<file path="src/verilog/obj_pkg.sv">
`default_nettype none

package obj_pkg;

    // object number and word index inside one table entry
    typedef logic [6:0] obj_idx_t;
    typedef logic [2:0] tbl_idx_t;

    // word 0: [15] end of list, [14] hidden, [11:9] rom bank, [8:0] top line
    localparam tbl_idx_t W_TOP     = 3'd0;
    // word 1: start offset, see obj_offset_u
    localparam tbl_idx_t W_OFFSET  = 3'd1;
    // word 2: [15:9] pitch low bits, [8:0] x position
    localparam tbl_idx_t W_XPOS    = 3'd2;
    // word 3: [13:12] priority, [9:0] vertical zoom
    localparam tbl_idx_t W_VZOOM   = 3'd3;
    // word 4: [15] vertical flip, [12] pitch sign, [9:0] horizontal zoom
    localparam tbl_idx_t W_HZOOM   = 3'd4;
    // word 5: [15:8] height in lines, [6:0] palette
    localparam tbl_idx_t W_PAL     = 3'd5;
    // word 7: running offset, rewritten by the scanner every line
    localparam tbl_idx_t W_SCRATCH = 3'd7;

    // one offset word, read two ways
    typedef union packed {
        logic [15:0] raw;       // plain word address, stepped by the pitch
        struct packed {
            logic        hflip;
            logic [14:0] addr;
        } fl;                   // what the draw engine fetches from
    } obj_offset_u;

    // 512 is one source pixel per output pixel
    typedef logic [9:0] zoom_t;

    typedef logic [6:0] pal_t;
    typedef logic [2:0] bank_t;
    typedef logic [1:0] prio_t;

endpackage

`default_nettype wire
</file>
<file path="src/verilog/video_pkg.sv">
`default_nettype none

package video_pkg;
    import obj_pkg::*;

    typedef logic [8:0] line_t;
    typedef logic [8:0] hpos_t;

    localparam line_t LAST_VIS_LINE = 9'd223;

    // what one line buffer location holds
    typedef struct packed {
        pal_t       pal;
        prio_t      prio;
        logic [3:0] color;      // 0 is empty
    } lb_pixel_t;

    localparam logic [3:0] COLOR_EMPTY = 4'd0;
    localparam logic [3:0] COLOR_END   = 4'd15;  // stops the object line

endpackage

`default_nettype wire

</file>
<file path="src/verilog/obj_draw.sv">
`timescale 1ns/1ps
`default_nettype none

module obj_draw
    import obj_pkg::*;
    import video_pkg::*;
#(
    parameter logic [8:0] PXL_DLY = 9'd8
) (
    input  wire          rst,
    input  wire          clk,

    // command from the scanner
    input  wire          dr_start,
    input  wire hpos_t   dr_xpos,
    input  wire obj_offset_u dr_offset,
    input  wire bank_t   dr_bank,
    input  wire prio_t   dr_prio,
    input  wire pal_t    dr_pal,
    input  wire zoom_t   dr_hzoom,
    output logic         dr_busy,

    // sprite rom
    output logic [17:0]  rom_addr,
    output logic         rom_cs,
    input  wire  [15:0]  rom_data,
    input  wire          rom_ok,

    // line buffer
    output logic         buf_we,
    output hpos_t        buf_addr,
    output lb_pixel_t    buf_wpix
);

    logic        hflip;
    logic [14:0] waddr;         // rom word address
    bank_t       bank;
    prio_t       prio;
    pal_t        pal;
    zoom_t       hzoom;
    logic [10:0] step;          // a zoom field of 0 stands for 1024
    logic [10:0] acc;           // [10:9] picks the pixel inside the word
    logic [11:0] acc_nx;
    logic [8:0]  cnt;           // output pixels so far
    hpos_t       xcur;
    logic [15:0] word;
    logic        have_word;
    logic        drawing, done;
    logic [1:0]  sel;
    logic [3:0]  color;

    assign rom_addr = {bank, waddr};
    assign drawing  = dr_busy && have_word;
    assign step     = {hzoom == '0, hzoom};
    assign acc_nx   = {1'b0, acc} + {1'b0, step};
    assign sel      = hflip ? ~acc[10:9] : acc[10:9];
    assign color    = word[{~sel, 2'b00} +: 4];     // leftmost pixel in the top nibble
    assign done     = color == COLOR_END || cnt == 9'd511;

    always_ff @(posedge clk or posedge rst) begin
        if (rst) begin
            dr_busy   <= 1'b0;
            rom_cs    <= 1'b0;
            have_word <= 1'b0;
            buf_we    <= 1'b0;
        end else begin
            buf_we <= 1'b0;
            if (dr_start) begin
                dr_busy   <= 1'b1;
                rom_cs    <= 1'b1;  // first word
                have_word <= 1'b0;
            end else begin
                if (rom_cs && rom_ok) begin
                    rom_cs    <= 1'b0;
                    have_word <= 1'b1;
                end
                if (drawing) begin
                    if (color != COLOR_END && color != COLOR_EMPTY) begin
                        buf_we <= 1'b1;
                    end
                    if (done) begin
                        dr_busy <= 1'b0;
                    end else if (acc_nx[11]) begin
                        have_word <= 1'b0;  // crossed into the next word
                        rom_cs    <= 1'b1;
                    end
                end
            end
        end
    end

    always_ff @(posedge clk) begin
        if (dr_start) begin
            hflip <= dr_offset.fl.hflip;
            waddr <= dr_offset.fl.addr;
            bank  <= dr_bank;
            prio  <= dr_prio;
            pal   <= dr_pal;
            hzoom <= dr_hzoom;
            acc   <= '0;
            cnt   <= '0;
            xcur  <= dr_xpos + PXL_DLY;
        end else begin
            if (rom_cs && rom_ok) begin
                word <= rom_data;
            end
            if (drawing) begin
                acc      <= acc_nx[10:0];
                cnt      <= cnt + 9'd1;
                xcur     <= xcur + 9'd1;
                buf_addr <= xcur;
                buf_wpix <= {pal, prio, color};
                if (acc_nx[11]) begin
                    waddr <= hflip ? waddr - 15'd1 : waddr + 15'd1;  // flipped runs backwards
                end
            end
        end
    end

endmodule

`default_nettype wire

</file>
<file path="config.mk">
export PLATFORM = sky130hd
export DESIGN_NAME = obj_draw
export DESIGN_NICKNAME = d
export VERILOG_FILES = /design/src/verilog/obj_pkg.sv /design/src/verilog/video_pkg.sv /design/src/verilog/obj_draw.sv
export SDC_FILE = /design/constraint.sdc
export NUM_CORES = 1
export LEC_CHECK = 0
export BUFFER_PORTS_ARGS = -buffer_cell sky130_fd_sc_hd__buf_2
export CAP_MARGIN = 20
export CORE_MARGIN = 10
export CORE_UTILIZATION = 32
export CTS_CLUSTER_SIZE = 30
export DETAILED_ROUTE_END_ITERATION = 6
export PLACE_DENSITY_LB_ADDON = 0.25
export SLEW_MARGIN = 0
export SYNTH_ARGS = -nofsm -noshare
export SYNTH_HDL_FRONTEND = slang
export SYNTH_SLANG_ARGS = --single-unit
</file>
<file path="constraint.sdc">
create_clock -name clk -period 2.9 [get_ports clk]
set_input_delay 0.435 -clock clk [delete_from_list [all_inputs] [get_ports clk]]
set_output_delay 0.435 -clock clk [all_outputs]
set_load 0.03 [all_outputs]
</file>
# Yosys cells after proc, flatten, opt, wreduce, memory -nomap -nowiden
# Index checks and enable logic that the tools add are counted.
# totals
register_bits,109
inputBits,67
out_inout_bits,43
word_cells,67
# classes
add_sub_neg,6
eq_ne,3
shifts,1
muxes,23
n_bitwise,3
reduce_logical,13
# op_table
operator,count
15-bit two-way mux,4
"9-bit by 1-bit adder with 9-bit output, second input constant",2
9-bit two-way mux,2
1-bit two-way mux,16
16-bit by 5-bit variable part select with 4-bit output,1
"15-bit by 1-bit adder with 15-bit output, second input constant",1
"15-bit by 1-bit subtractor with 15-bit output, second input constant",1
11-bit by 11-bit adder with 12-bit output,1
10-bit zero test,1
"9-bit by 4-bit adder with 9-bit output, second input constant",1
"9-bit equality test, second input constant",1
2-bit AND reduction,4
2-bit nonzero test,3
"4-bit equality test, second input constant",1
"4-bit != test, second input constant",1
2-bit inverter,2
4-bit nonzero test,1
1-bit logical AND,3
2-bit two-way mux,1
1-bit logical OR,1
1-bit inverter,1

# Logic depth before layout (Yosys ltp)
# logic_depth
depth_word,9
ltp_mapped,9
depth_no_buf,9

# Worst setup path before layout
# No wires, ideal clock.
# synth_timing
path_type,reg2reg
start,reg hflip
end,reg waddr[12] (data pin)
setup_time_ps,260
arrival_ps,2202
t_required_ps,2640
path_slack_ps,437
path_stages_with_launch,8
n_path_buf,0
synth_period_minus_slack_ps,2463
cell_sequence,edfxtp_1 -> ha_1 -> a21o_1 -> a21oi_1 -> a21oi_1 -> o41ai_1 -> and3_1 -> nor3_1
# synth_between
elab_chain_cells,4
# synth_rtl
element,line,text
"start, declared",obj_draw.sv:35,logic hflip;
"start signal, assigned",obj_draw.sv:94,hflip <= dr_offset.fl.hflip;
15-bit two-way mux,obj_draw.sv:114,waddr <= hflip ? waddr - 15'd1 : waddr + 15'd1;
15-bit two-way mux,obj_draw.sv:113,if (acc_nx[11]) begin
15-bit two-way mux,obj_draw.sv:107,if (drawing) begin
15-bit two-way mux,obj_draw.sv:93,if (dr_start) begin
"end signal, assigned",obj_draw.sv:95,waddr <= dr_offset.fl.addr;
"end signal, assigned",obj_draw.sv:114,
"end, declared",obj_draw.sv:36,logic [14:0] waddr;
# Every way passes these cells. The select of a mux whose other input is x is not followed.
# A chain may end at the register's enable or synchronous reset.

# Worst setup path after layout
# Same ends and word-level chain as after synthesis.

==> flow_metrics.tcl <==
set metrics [dict create \
    tightest_slew_ns 0.7532 \
    place_ws_ns 0.3210 \
    area_delta_synth_final_pct 22.08 \
    clk_latency_ns 0.36 \
    cp_max_fo 7 \
    switchingPower_mw 1.151 \
    hpwlAfterDp_mm 9.277 \
    syn_nets 525 \
    regToRegSetupSlack_ns 0.31 \
    power_frac_clock_pct 31.5 \
    die_h_um 146.9 \
    drive_gt1_share_pct 25.14 \
    boundaryPins 110 \
    timing.fmax_ghz 0.3855 \
    clk_pin_slew_ns 0.07 \
    num_rows 46 \
    endpoint_kind "flop" \
    comb_power_share_pct 20.4 \
    synth_cell_types 48 \
    drc 0 \
    synth_area_per_cell_um2 12.05 \
    htree_num_levels 3 \
    routabilityCongestion 0.8440 \
    wl_per_cell_um 16.17 \
    drtIter0Drc 203 \
    grtUsageTotal_pct 11.37 \
    via_count 3662 \
    n_antenna_cell 0 \
    die_w_um 146.9 \
    antenna_left 0 \
    maxSlewHeadroom_pct 49.79 \
    timing.final.crit_share_pct 89.44 \
    initial_core_util_pct 32.58 \
    cts.path.max_buffers 2 \
    cts-root-buf "clkbuf_16" \
    fin_ws_ns 0.3063 \
    antenna_found_initial 0 \
    drt_wl_total_mm 12.37 \
    final_nets 641 \
    core_area_um2 15830 \
    worst_clock_skew_ns 0.004078 \
    port_buffers 109 \
    intPower_mw 2.802 \
    netlist_instances 428 \
    maxSlewViolCount 0 \
    synth_most_common_cell "edfxtp_1" \
    setup_viol_count_final 0 \
    p_per_area_nw_per_um2 628.1 \
    synthTopCellsByArea "edfxtp_1 (50%), dfxtp_1 (7.8%), ha_1 (6.8%), nand2_1 (4.1%), o21ai_0 (3.1%)" \
    synth-async-reset-ratio_pct 3.670 \
    place_area_um2 5984 \
    ys_seq_area_share_pct 59.21 \
    arrival_ns 2.70 \
    synth.top_cell.area_share_pct 49.50 \
    cts_made_buffers 9 \
    drt-vias-per-instance 4.787 \
    grt_start_max_net_pins 51 \
    worst-setup-path-type "flop to flop" \
    fillCellCount 1547 \
    synth_area_um2 5156 \
    synthTopCellsByCount "edfxtp_1 (85), nand2_1 (57), o21ai_0 (32), a21oi_1 (31), ha_1 (28)" \
    drv_cap 0 \
    grt_pass1_wl_mm 19.87 \
    cts_sinks 109 \
    tns_ns 0 \
    cts_tree "yes" \
    multiInputGateArea_um2 2004 \
    required_ns 3.01 \
    fin_area_um2 6295 \
    min_path_type "input port to flop" \
    ys_ff_latch 109 \
    finalHoldViolations 0 \
    grt.overflow.total 0 \
    synth_edf_count 85 \
    die_area_um2 21590 \
    synth_ff_type "edfxtp_1" \
    p_leak_nw 2.518 \
    pwr-share-seq_pct 48.1 \
    post-route-min-period_ns 2.594 \
    swShare_pct 29.12 \
    first_pass_iters 4 \
    seq_area_um2 3053 \
    grt_pass1_vias 3832 \
    yosysTopAreaCell "edfxtp_1" \
    yosysWarningCount 0 \
    worst_setup_path_start_kind "flop" \
    vdd_drop_max_mv 0.2596 \
    outcome "finished clean" \
    rsz0062_at_grt "false" \
]
-- cell usage in the layout (no fill, tap or decap), drive strengths merged, types with 4 or more instances in the layout --
master / instances
a211oi: 6
a21o: 7
a21oi: 31
and3: 5
buf: 116
clkbuf: 10
dfrtp: 4
dfxtp: 20
edfxtp: 85
ha: 28
inv: 19
mux4: 4
nand2: 58
nand3: 10
nand4: 6
nor2: 18
nor3: 6
o211ai: 4
o21a: 5
o21ai: 33
o31ai: 4
or3: 4
xnor2: 17
xor2: 18
-- final timing paths --
kind,startpoint,endpoint,cells after the start
setup / recovery,hflip$_DFFE_PP_,waddr[12]$_DFFE_PP_,7
hold / removal,dr_hzoom[0],hzoom[0]$_DFFE_PP_,1
setup reg to reg,hflip$_DFFE_PP_,waddr[12]$_DFFE_PP_,7
hold reg to reg,pal[1]$_DFFE_PP_,buf_wpix[7]$_DFFE_PP_,0
max in group asynchronous,rst,rom_cs$_DFF_PP0_,3
min in group asynchronous,rst,buf_we$_DFF_PP0_,3
-- power groups by stage --
stage                     clock, mW  combinational (mW)  sequential [mW]
final                          1.24               0.807             1.90
after global routing           1.36               0.903             1.92
after CTS                      1.29               0.816             1.91
after detailed placement          0               0.810             1.94
after global placement            0               0.793             1.94
after floorplan                   0               0.477             2.02
-- registers in the layout, summed over array words and instances (netlist names) --
name       count
acc           11
bank           3
buf_addr       9
buf_we         1
buf_wpix      13
cnt            9
dr_busy        1
have_word      1
hflip          1
hzoom         10
pal            7
prio           2
rom_cs         1
waddr         15
word          16
xcur           9
-- logic make-up (layout without fill, tap and decap cells) --
| group | after synthesis | after routing | share of synthesized area [%] |
|---|---|---|---|
| compound gates | 101 | 101 | 11.79 |
| flops | 109 | 109 | 59.21 |
| mux | 6 | 6 | 2.451 |
| simple gates | 120 | 120 | 11.07 |
| buf+inv | 27 | 148 | 1.965 |
| xor+xnor | 35 | 35 | 5.945 |
| fa+ha+maj | 30 | 30 | 7.571 |
-- critical path, stage by stage (launching register included) --
cell and delay (ns):
edfxtp_1 0.52, ha_1 0.38, nor2b_1 0.16, o2111ai_1 0.23
a21oi_1 0.15, o41ai_1 0.61, and3_1 0.25, nor3_1 0.05
-- routing by layer --
metal	share of wire, %	global-route usage (%)
met5	0	0
met4	1.6	4.559
met3	4.4	3.010
met2	50	19.32
met1	44	13.38
-- metrics by stage --
step	std cells	power [mW]	hold slack, ns	util, %
finish	765	3.954	0.2488	39.77
floorplan	428	2.495	0.2011	-
global route	765	4.177	0.2319	39.77
detailed placement	748	2.752	0.3213	37.81
global placement	748	2.730	0.3230	37.81
CTS	765	4.012	0.2329	39.77
-- repair_timing --
| item | CTS | global route |
|---|---|---|
| hold buffers | 1 | 0 |
| setup endpoints to repair | 0 | 0 |
| buffers inserted | 0 | 0 |
| resized for setup | 0 | 0 |
| hold endpoints to repair | 4 | 0 |
-- layout make-up --
class                           count  area share, %
Clock buffer                       10          3.975
Sequential cell                   109          48.50
Multi-Input combinational cell    292          31.84
Timing Repair Buffer              117          9.700
Tap cell                          216          4.293
Inverter                           15         0.8945
Clock inverter                      6         0.7951
Note: power is estimated with default switching activity, not from simulation.
