===== src/verilog/obj_pkg.sv =====
`default_nettype none

package obj_pkg;

    // object number and word index inside one table entry
    typedef logic [6:0] obj_idx_t;
    typedef logic [2:0] tbl_idx_t;

    // word 0: [15] end of list, [14] hidden, [11:9] rom bank, [8:0] top line
    localparam tbl_idx_t W_TOP     = 3'd0;
    // word 1: start offset, see obj_offset_u
    localparam tbl_idx_t W_OFFSET  = 3'd1;
    // word 2: [15:9] pitch low bits, [8:0] x position
    localparam tbl_idx_t W_XPOS    = 3'd2;
    // word 3: [13:12] priority, [9:0] vertical zoom
    localparam tbl_idx_t W_VZOOM   = 3'd3;
    // word 4: [15] vertical flip, [12] pitch sign, [9:0] horizontal zoom
    localparam tbl_idx_t W_HZOOM   = 3'd4;
    // word 5: [15:8] height in lines, [6:0] palette
    localparam tbl_idx_t W_PAL     = 3'd5;
    // word 7: running offset, rewritten by the scanner every line
    localparam tbl_idx_t W_SCRATCH = 3'd7;

    // one offset word, read two ways
    typedef union packed {
        logic [15:0] raw;       // plain word address, stepped by the pitch
        struct packed {
            logic        hflip;
            logic [14:0] addr;
        } fl;                   // what the draw engine fetches from
    } obj_offset_u;

    // 512 is one source pixel per output pixel
    typedef logic [9:0] zoom_t;

    typedef logic [6:0] pal_t;
    typedef logic [2:0] bank_t;
    typedef logic [1:0] prio_t;

endpackage

`default_nettype wire

===== src/verilog/video_pkg.sv =====
`default_nettype none

package video_pkg;
    import obj_pkg::*;

    typedef logic [8:0] line_t;
    typedef logic [8:0] hpos_t;

    localparam line_t LAST_VIS_LINE = 9'd223;

    // what one line buffer location holds
    typedef struct packed {
        pal_t       pal;
        prio_t      prio;
        logic [3:0] color;      // 0 is empty
    } lb_pixel_t;

    localparam logic [3:0] COLOR_EMPTY = 4'd0;
    localparam logic [3:0] COLOR_END   = 4'd15;  // stops the object line

endpackage

`default_nettype wire


===== src/verilog/obj_scan.sv =====
`timescale 1ns/1ps
`default_nettype none

module obj_scan
    import obj_pkg::*;
    import video_pkg::*;
(
    input  wire          rst,
    input  wire          clk,

    input  wire          hstart,
    input  wire line_t   vrender,

    // object table
    output logic [ 9:0]  tbl_addr,
    output logic [15:0]  tbl_din,
    output logic         tbl_we,
    input  wire  [15:0]  tbl_dout,

    // draw commands
    output logic         dr_start,
    output hpos_t        dr_xpos,
    output obj_offset_u  dr_offset,
    output bank_t        dr_bank,
    output prio_t        dr_prio,
    output pal_t         dr_pal,
    output zoom_t        dr_hzoom,
    input  wire          dr_busy
);

    localparam logic [3:0] ST_IDLE = 4'd0;
    localparam logic [3:0] ST_WAIT = 4'd9;

    logic [3:0]         st;
    obj_idx_t           cur_obj;
    tbl_idx_t           idx;
    logic               skip, issue;

    // entry being looked at
    line_t              top, bottom;
    logic               visible, vflip;
    obj_offset_u        offset;
    hpos_t              xpos;
    logic signed [15:0] pitch;
    bank_t              bank;
    prio_t              prio;
    pal_t               pal;
    zoom_t              hzoom;

    assign tbl_addr = {cur_obj, idx};
    assign tbl_din  = offset.raw;

    assign skip  = !visible || vrender < top || vrender > bottom;
    assign issue = st == ST_WAIT && !hstart && !dr_busy && !dr_start;

    always_ff @(posedge clk or posedge rst) begin
        if (rst) begin
            st       <= ST_IDLE;
            cur_obj  <= '0;
            idx      <= W_TOP;
            tbl_we   <= 1'b0;
            dr_start <= 1'b0;
        end else begin
            tbl_we   <= 1'b0;
            dr_start <= 1'b0;
            case (st)
                ST_IDLE: begin
                    cur_obj <= '0;
                    idx     <= W_TOP;
                    if (hstart && vrender <= LAST_VIS_LINE) begin
                        st <= 4'd1;
                    end
                end
                4'd7: st <= 4'd8;   // scratch word on its way
                4'd8: begin
                    if (skip) begin
                        if (&cur_obj) begin
                            st <= ST_IDLE;
                        end else begin
                            cur_obj <= cur_obj + 7'd1;
                            idx     <= W_TOP;
                            st      <= 4'd1;
                        end
                    end else begin
                        tbl_we <= 1'b1;     // new offset into the scratch word
                        st     <= ST_WAIT;
                    end
                end
                ST_WAIT: begin
                    if (hstart) begin
                        st <= ST_IDLE;      // line ran out, give up
                    end else if (issue) begin
                        dr_start <= 1'b1;
                        if (&cur_obj) begin
                            st <= ST_IDLE;
                        end else begin
                            cur_obj <= cur_obj + 7'd1;
                            idx     <= W_TOP;
                            st      <= 4'd1;
                        end
                    end
                end
                default: begin
                    // states 1 to 6 step through the entry words
                    st  <= st + 4'd1;
                    idx <= (idx == W_PAL) ? W_SCRATCH : idx + 3'd1;
                    if (st == 4'd2 && tbl_dout[15]) begin
                        st <= ST_IDLE;      // end of list
                    end
                end
            endcase
        end
    end

    // entry fields, each word shows up one state after its address
    always_ff @(posedge clk) begin
        case (st)
            4'd2: begin
                top     <= tbl_dout[8:0];
                visible <= !tbl_dout[14];
                bank    <= tbl_dout[11:9];
            end
            4'd3: offset.raw <= tbl_dout;
            4'd4: begin
                xpos       <= tbl_dout[8:0];
                pitch[6:0] <= tbl_dout[15:9];
            end
            4'd5: prio <= tbl_dout[13:12];  // vertical zoom bits unused
            4'd6: begin
                vflip       <= tbl_dout[15];
                pitch[15:7] <= {9{tbl_dout[12]}};
                hzoom       <= tbl_dout[9:0];
            end
            4'd7: begin
                pal <= tbl_dout[6:0];
                if (vflip) begin
                    // range mirrored about the top line
                    top    <= top - {1'b0, tbl_dout[15:8]};
                    bottom <= top;
                end else begin
                    bottom <= top + {1'b0, tbl_dout[15:8]};
                end
            end
            4'd8: begin
                if (vrender != top) begin
                    offset.raw <= tbl_dout + pitch;     // scratch plus pitch
                end
            end
            default: ;
        endcase

        if (issue) begin
            dr_xpos   <= xpos;
            dr_offset <= offset;
            dr_bank   <= bank;
            dr_prio   <= prio;
            dr_pal    <= pal;
            dr_hzoom  <= hzoom;
        end
    end

endmodule

`default_nettype wire


===== config.mk =====
export PLATFORM = sky130hd
export DESIGN_NAME = obj_scan
export DESIGN_NICKNAME = d
export VERILOG_FILES = /design/src/verilog/obj_pkg.sv /design/src/verilog/video_pkg.sv /design/src/verilog/obj_scan.sv
export SDC_FILE = /design/constraint.sdc
export NUM_CORES = 1
export LEC_CHECK = 0
export ABC_CLOCK_PERIOD_IN_PS = 3400
export BUFFER_PORTS_ARGS = -buffer_cell sky130_fd_sc_hd__buf_4
export CORE_UTILIZATION = 52
export CTS_CLUSTER_DIAMETER = 30
export DETAILED_ROUTE_END_ITERATION = 7
export PLACE_DENSITY = 0.86
export SLEW_MARGIN = 20
export SYNTH_ARGS = -nofsm -noshare
export SYNTH_HDL_FRONTEND = slang
export SYNTH_SLANG_ARGS = --single-unit

===== constraint.sdc =====
create_clock -name clk -period 3.4 [get_ports clk]
set_input_delay 0.68 -clock clk [delete_from_list [all_inputs] [get_ports clk]]
set_output_delay 0.68 -clock clk [all_outputs]
set_load 0.01 [all_outputs]

## Word level (Yosys, flattened, before mapping)

Cells that the tools add are included.

- Register bits after elaboration: 138

- Mux-type cells: 28
- Reduce and logical (&&, ||, !) cells: 22
- $add $sub $neg: 6
- Bitwise logic cells: 1
- $lt $le $gt $ge: 3
- Eq/ne operators: 17

Operators with widths:

| operator | count |
|---|---|
| 16-bit case mux with 2 select lines | 1 |
| 7-bit two-way mux | 4 |
| 7-bit case mux with 3 select lines | 1 |
| 4-bit two-way mux | 5 |
| 9-bit two-way mux | 2 |
| 9-bit case mux with 2 select lines | 1 |
| 16-bit adder | 1 |
| 4-bit by 3-bit == test with 1-bit output, second input constant | 4 |
| 16-bit two-way mux | 1 |
| 4-bit case mux with 4 select lines | 1 |
| 3-bit two-way mux | 5 |
| 2-bit inequality test, second input constant | 6 |
| 3-bit case mux with 4 select lines | 1 |
| 9-bit by 8-bit adder with 9-bit output | 1 |
| 9-bit > comparator | 1 |
| 9-bit by 8-bit less-or-equal comparator with 1-bit output, second input constant | 1 |
| 9-bit < comparator | 1 |
| 9-bit inequality test | 1 |
| 9-bit by 8-bit subtractor with 9-bit output | 1 |
| 4-bit by 2-bit == test with 1-bit output, second input constant | 2 |
| 4-bit == test, second input constant | 2 |
| 4-bit AND reduction | 2 |
| 7-bit by 1-bit adder with 7-bit output, second input constant | 1 |
| 7-bit AND reduction | 1 |
| other kinds (13) | 30 |

## Logic depth before layout (Yosys ltp)

- Depth after elaboration: 7
- Depth in mapped cells: 11

## Worst setup path before layout

OpenSTA, ideal clock, no wires.

- Path kind: register to register
- Start: reg st[1]
- End: reg cur_obj[3]
- Clock period less this slack: 3.264 ns
- Arrival: 3.186 ns
- Cell stages (with the launch flop): 11
- Path slack: 0.136 ns
- Path through: dfrtp_1 inv_1 ha_1 nor2b_1 and3_1 nand2_1 a21oi_1 nand2_1 buf_2 or3_1 a21boi_1

- Cells in the longest elaborated chain, start to end: 6

Ends and longest elaborated chain:

| item | line | RTL |
|---|---|---|
| start, declared | obj_scan.sv:34 | `logic [3:0] st;` |
| start signal, assigned | obj_scan.sv:105 | `st <= st + 4'd1;` |
| 4-bit == test | obj_scan.sv:54 | `assign issue = st == ST_WAIT && !hstart && !dr_busy && !dr_start;` |
| 1-bit logical AND (3 in series) | obj_scan.sv:54 |  |
| named net issue | obj_scan.sv:37 | `logic skip, issue;` |
| 2-bit inequality test (no line) | -- |  |
| 4-bit AND reduction (no line) | -- |  |
| end signal, assigned | obj_scan.sv:80 | `cur_obj <= cur_obj + 7'd1;` |
| end signal, assigned | obj_scan.sv:97 | `cur_obj <= cur_obj + 7'd1;` |
| end, declared | obj_scan.sv:35 | `obj_idx_t cur_obj;` |

The timed path passes the listed nets, and every way through them passes these cells.
A chain may end at the register's enable or synchronous reset.

## Worst setup path in the final report

- Start: reg, netlist name pitch[7]
- End: reg offset (netlist bit tbl_din[15]), data pin

- Cells in the longest elaborated chain, start to end: 3

Ends and longest elaborated chain:

| item | line | RTL |
|---|---|---|
| 16-bit adder | obj_scan.sv:146 | `offset.raw <= tbl_dout + pitch;` |
| 16-bit two-way mux | obj_scan.sv:145 | `if (vrender != top) begin` |
| 16-bit case mux with 2 select lines | obj_scan.sv:117 | `case (st)` |
| end, declared | obj_scan.sv:42 | `obj_offset_u offset;` |

No other way between the ends. The select of a mux whose other input is x is not followed.

==> flow_summary.toml <==
[global_route]
gr-total-overflow = 0
antenna_found_initial = 0
grt_max_degree = 48
grt_pass1_vias = 4785
grt_pass1_wl_microns = 23700
globalRouteTotalUtil = 0.223

[sta]
setup-violations-final = 0
fmax_mhz = 331
fin_skew_ps = 9.16
slew_headroom = 0.460
finalHoldViolCount = 0
slew_violations = 0
worstMarginPinSlew_ps = 809
period_needed_ps = 3020
rsz0062_at_grt = "false"
period_share = 0.888
timing.setup.tns_ps = 0

[yosys]
ys_seq_elements = 138
ys.warnings.count = 0
synth.top_cell.area_share = 0.529
synth_flop_cell = "edfxtp_1"
yosysUniqueCellTypes = 67
netlist_area_sq_um = 6920
synth.avg_cell_area_sq_um = 12.3
synthTopCellsByCount = "edfxtp_1 (122), ha_1 (56), nand2_1 (54)"
synth_fp_nets = 652
async_flop_share = 0.116
yosysMostFrequentCell = "edfxtp_1"
yosysSeqAreaShare = 0.587
synth_edf_count = 122
yosysTopAreaCell = "edfxtp_1"
syn_inst = 564
synth_area_leaders = "edfxtp_1 (53%), ha_1 (10%), dfrtp_1 (5.8%)"

[place]
placed_area_sq_um = 7920
place.gp.congestion = 0.847
dp_hpwl_microns = 10800
portBuffers = 103

[clocking]
cts_root_buffer = "clkbuf_16"
worstSkewPairLatency_ps = 420
cts_made_buffers = 17
h-tree-depth = 4
clk_pin_slew_ps = 60
cts_resized = 0
holdBufCountCts = 0
post-cts-setup-buffers = 0
clockBufferDepth = 2
cts_tree = "yes"
cts_sinks = 138

[detailed_routing]
wl_per_cell_microns = 17.0
drtAntennaViolNets = 0
wl_microns = 14800
dr.pass1.iters = 5
drt_iter0_markers = 376
drc = 0
viasPerCell = 5.67
vias = 4907

[cells_and_area]
area_delta_synth_final_pct = 23.1
layout.nets = 770
diodes = 0
fillerInstances = 976
drive_gt1_frac = 0.228
finalInstanceArea_sq_um = 8520
postLayoutCoreUtil = 0.664

[setup_path]
crit_family = "compound AO/OA/AOI/OAI gates"
cp_num_buf_inv = 0
crit_top_cell = "a21o_1"
r2r_slack_ps = 380
worstSetupPathType = "register to register"
startpoint_type = "register"
critical_path_peak_fanout = 13
end_kind = "register"
crit_arrival_ps = 3170
worstPathRequired_ps = 3550
crit_slowest_cell = "edfxtp_1"
crit_path_max_incr_delay_ps = 600
worstPathCellList = "ha_1 -> a21o_1 -> a21o_1 -> a21oi_1 -> nand2_2 -> and3b_1 -> a311o_1 -> or4_1"

[die]
initial_utilization = 0.540
num_rows = 41
ioPinCount = 104
die_w_microns = 117
die_y_microns = 117
core_area_sq_um = 12800
die_area_sq_um = 13800

[pwr]
power_density_nw_per_um2 = 666
p_leak_nw = 3.57
peakVddDrop_uv = 531

[min_path]
min_path_type = "primary input to asynchronous set/reset pin"

[flow_run]
drv_cap = 0

[outcome]
status = "complete, no violations"
-- through the flow --
step	setup WS, ps	total power, mW	hold slack (ps)	std cells
2_1_floorplan	136	3.32	400	564
3_3_place_gp	257	3.75	402	835
3_5_place_dp	201	3.83	405	835
4_1_cts	421	5.69	343	866
5_1_grt	268	5.95	396	866
6_report	381	5.68	340	866
-- area by class of cell --
cell class	count	area, sq um	share of cell area
Timing Repair Buffer	111	833	0.0978
Clock inverter	14	171	0.0201
Sequential cell	138	4060	0.477
Clock buffer	17	425	0.0499
Inverter	47	176	0.0207
Multi-Input combinational cell	367	2640	0.309
Tap cell	172	215	0.0253
-- cell usage in the layout, fill, tap and decap left out, types with 4 or more instances in the layout --
cell type / Yosys / routed
a31oi_1: 7 / 7
a211oi_1: 8 / 8
nor2b_1: 7 / 7
buf_4: 0 / 111
xnor2_1: 12 / 12
edfxtp_1: 122 / 122
clkbuf_16: 0 / 17
o21a_1: 6 / 6
xor2_1: 7 / 7
nor2_1: 14 / 14
o21bai_1: 4 / 4
nor3_1: 10 / 10
clkinv_4: 0 / 4
and2_1: 6 / 6
nand4_1: 6 / 6
ha_1: 56 / 56
nand3_1: 14 / 14
a21oi_1: 30 / 30
or3_1: 4 / 4
o21ai_1: 9 / 10
inv_1: 47 / 47
nand2_1: 54 / 54
o31ai_1: 9 / 9
a21o_1: 10 / 10
o21ai_0: 29 / 28
dfrtp_1: 16 / 16
or4_1: 4 / 4
nand2b_1: 5 / 5
-- sequential cells by signal (all words and copies together) (netlist names), 2 cells and up --
name and cells:
pitch 8, prio 2, bottom 9, dr_prio 2, dr_pal 7, dr_hzoom 10
xpos 9, dr_offset 16, st 4, top 9, hzoom 10, dr_xpos 9
idx 3, bank 3, cur_obj 7, pal 7, tbl_din 16, dr_bank 3
-- power by group --
part           leakage (nW)  switching (mW)  internal, mW  total (mW)
registers              1.32           0.168          2.17        2.34
logic                  1.96           0.876         0.611        1.49
clock network         0.289           0.695          1.15        1.85
total                  3.57            1.74          3.94        5.68
-- logic make-up (layout without fill, tap and decap cells) --
logic type | after synthesis | count (layout) | share of synthesized area
AO/OA/AOI/OAI | 139 | 139 | 0.133
XOR/XNOR | 19 | 19 | 0.0240
adder cells (fa/ha/maj) | 59 | 59 | 0.110
buffers and inverters | 59 | 189 | 0.0327
flip-flops | 138 | 138 | 0.587
multiplexers | 2 | 2 | 0.00289
AND/OR/NAND/NOR | 148 | 148 | 0.111
-- metal layers --
metal | track usage | vias to the layer above | share of wire
li1 | - | 2338 | -
met1 | 0.273 | 2323 | 0.41
met2 | 0.373 | 205 | 0.50
met3 | 0.0559 | 41 | 0.062
met4 | 0.0998 | 0 | 0.029
met5 | 0 | - | 0
-- path summary, 6_finish.rpt --
path,from,cells after the start,end
worst max register to register,pitch[7],8,tbl_din[15]
worst min register to register,xpos[2],0,dr_xpos[2]
min in group clk,xpos[2],0,dr_xpos[2]
worst min-delay path,rst,2,cur_obj[1]
worst max-delay path,pitch[7],8,tbl_din[15]
max in group asynchronous,rst,2,cur_obj[5]
No activity file was read; power rests on OpenSTA's default activity.
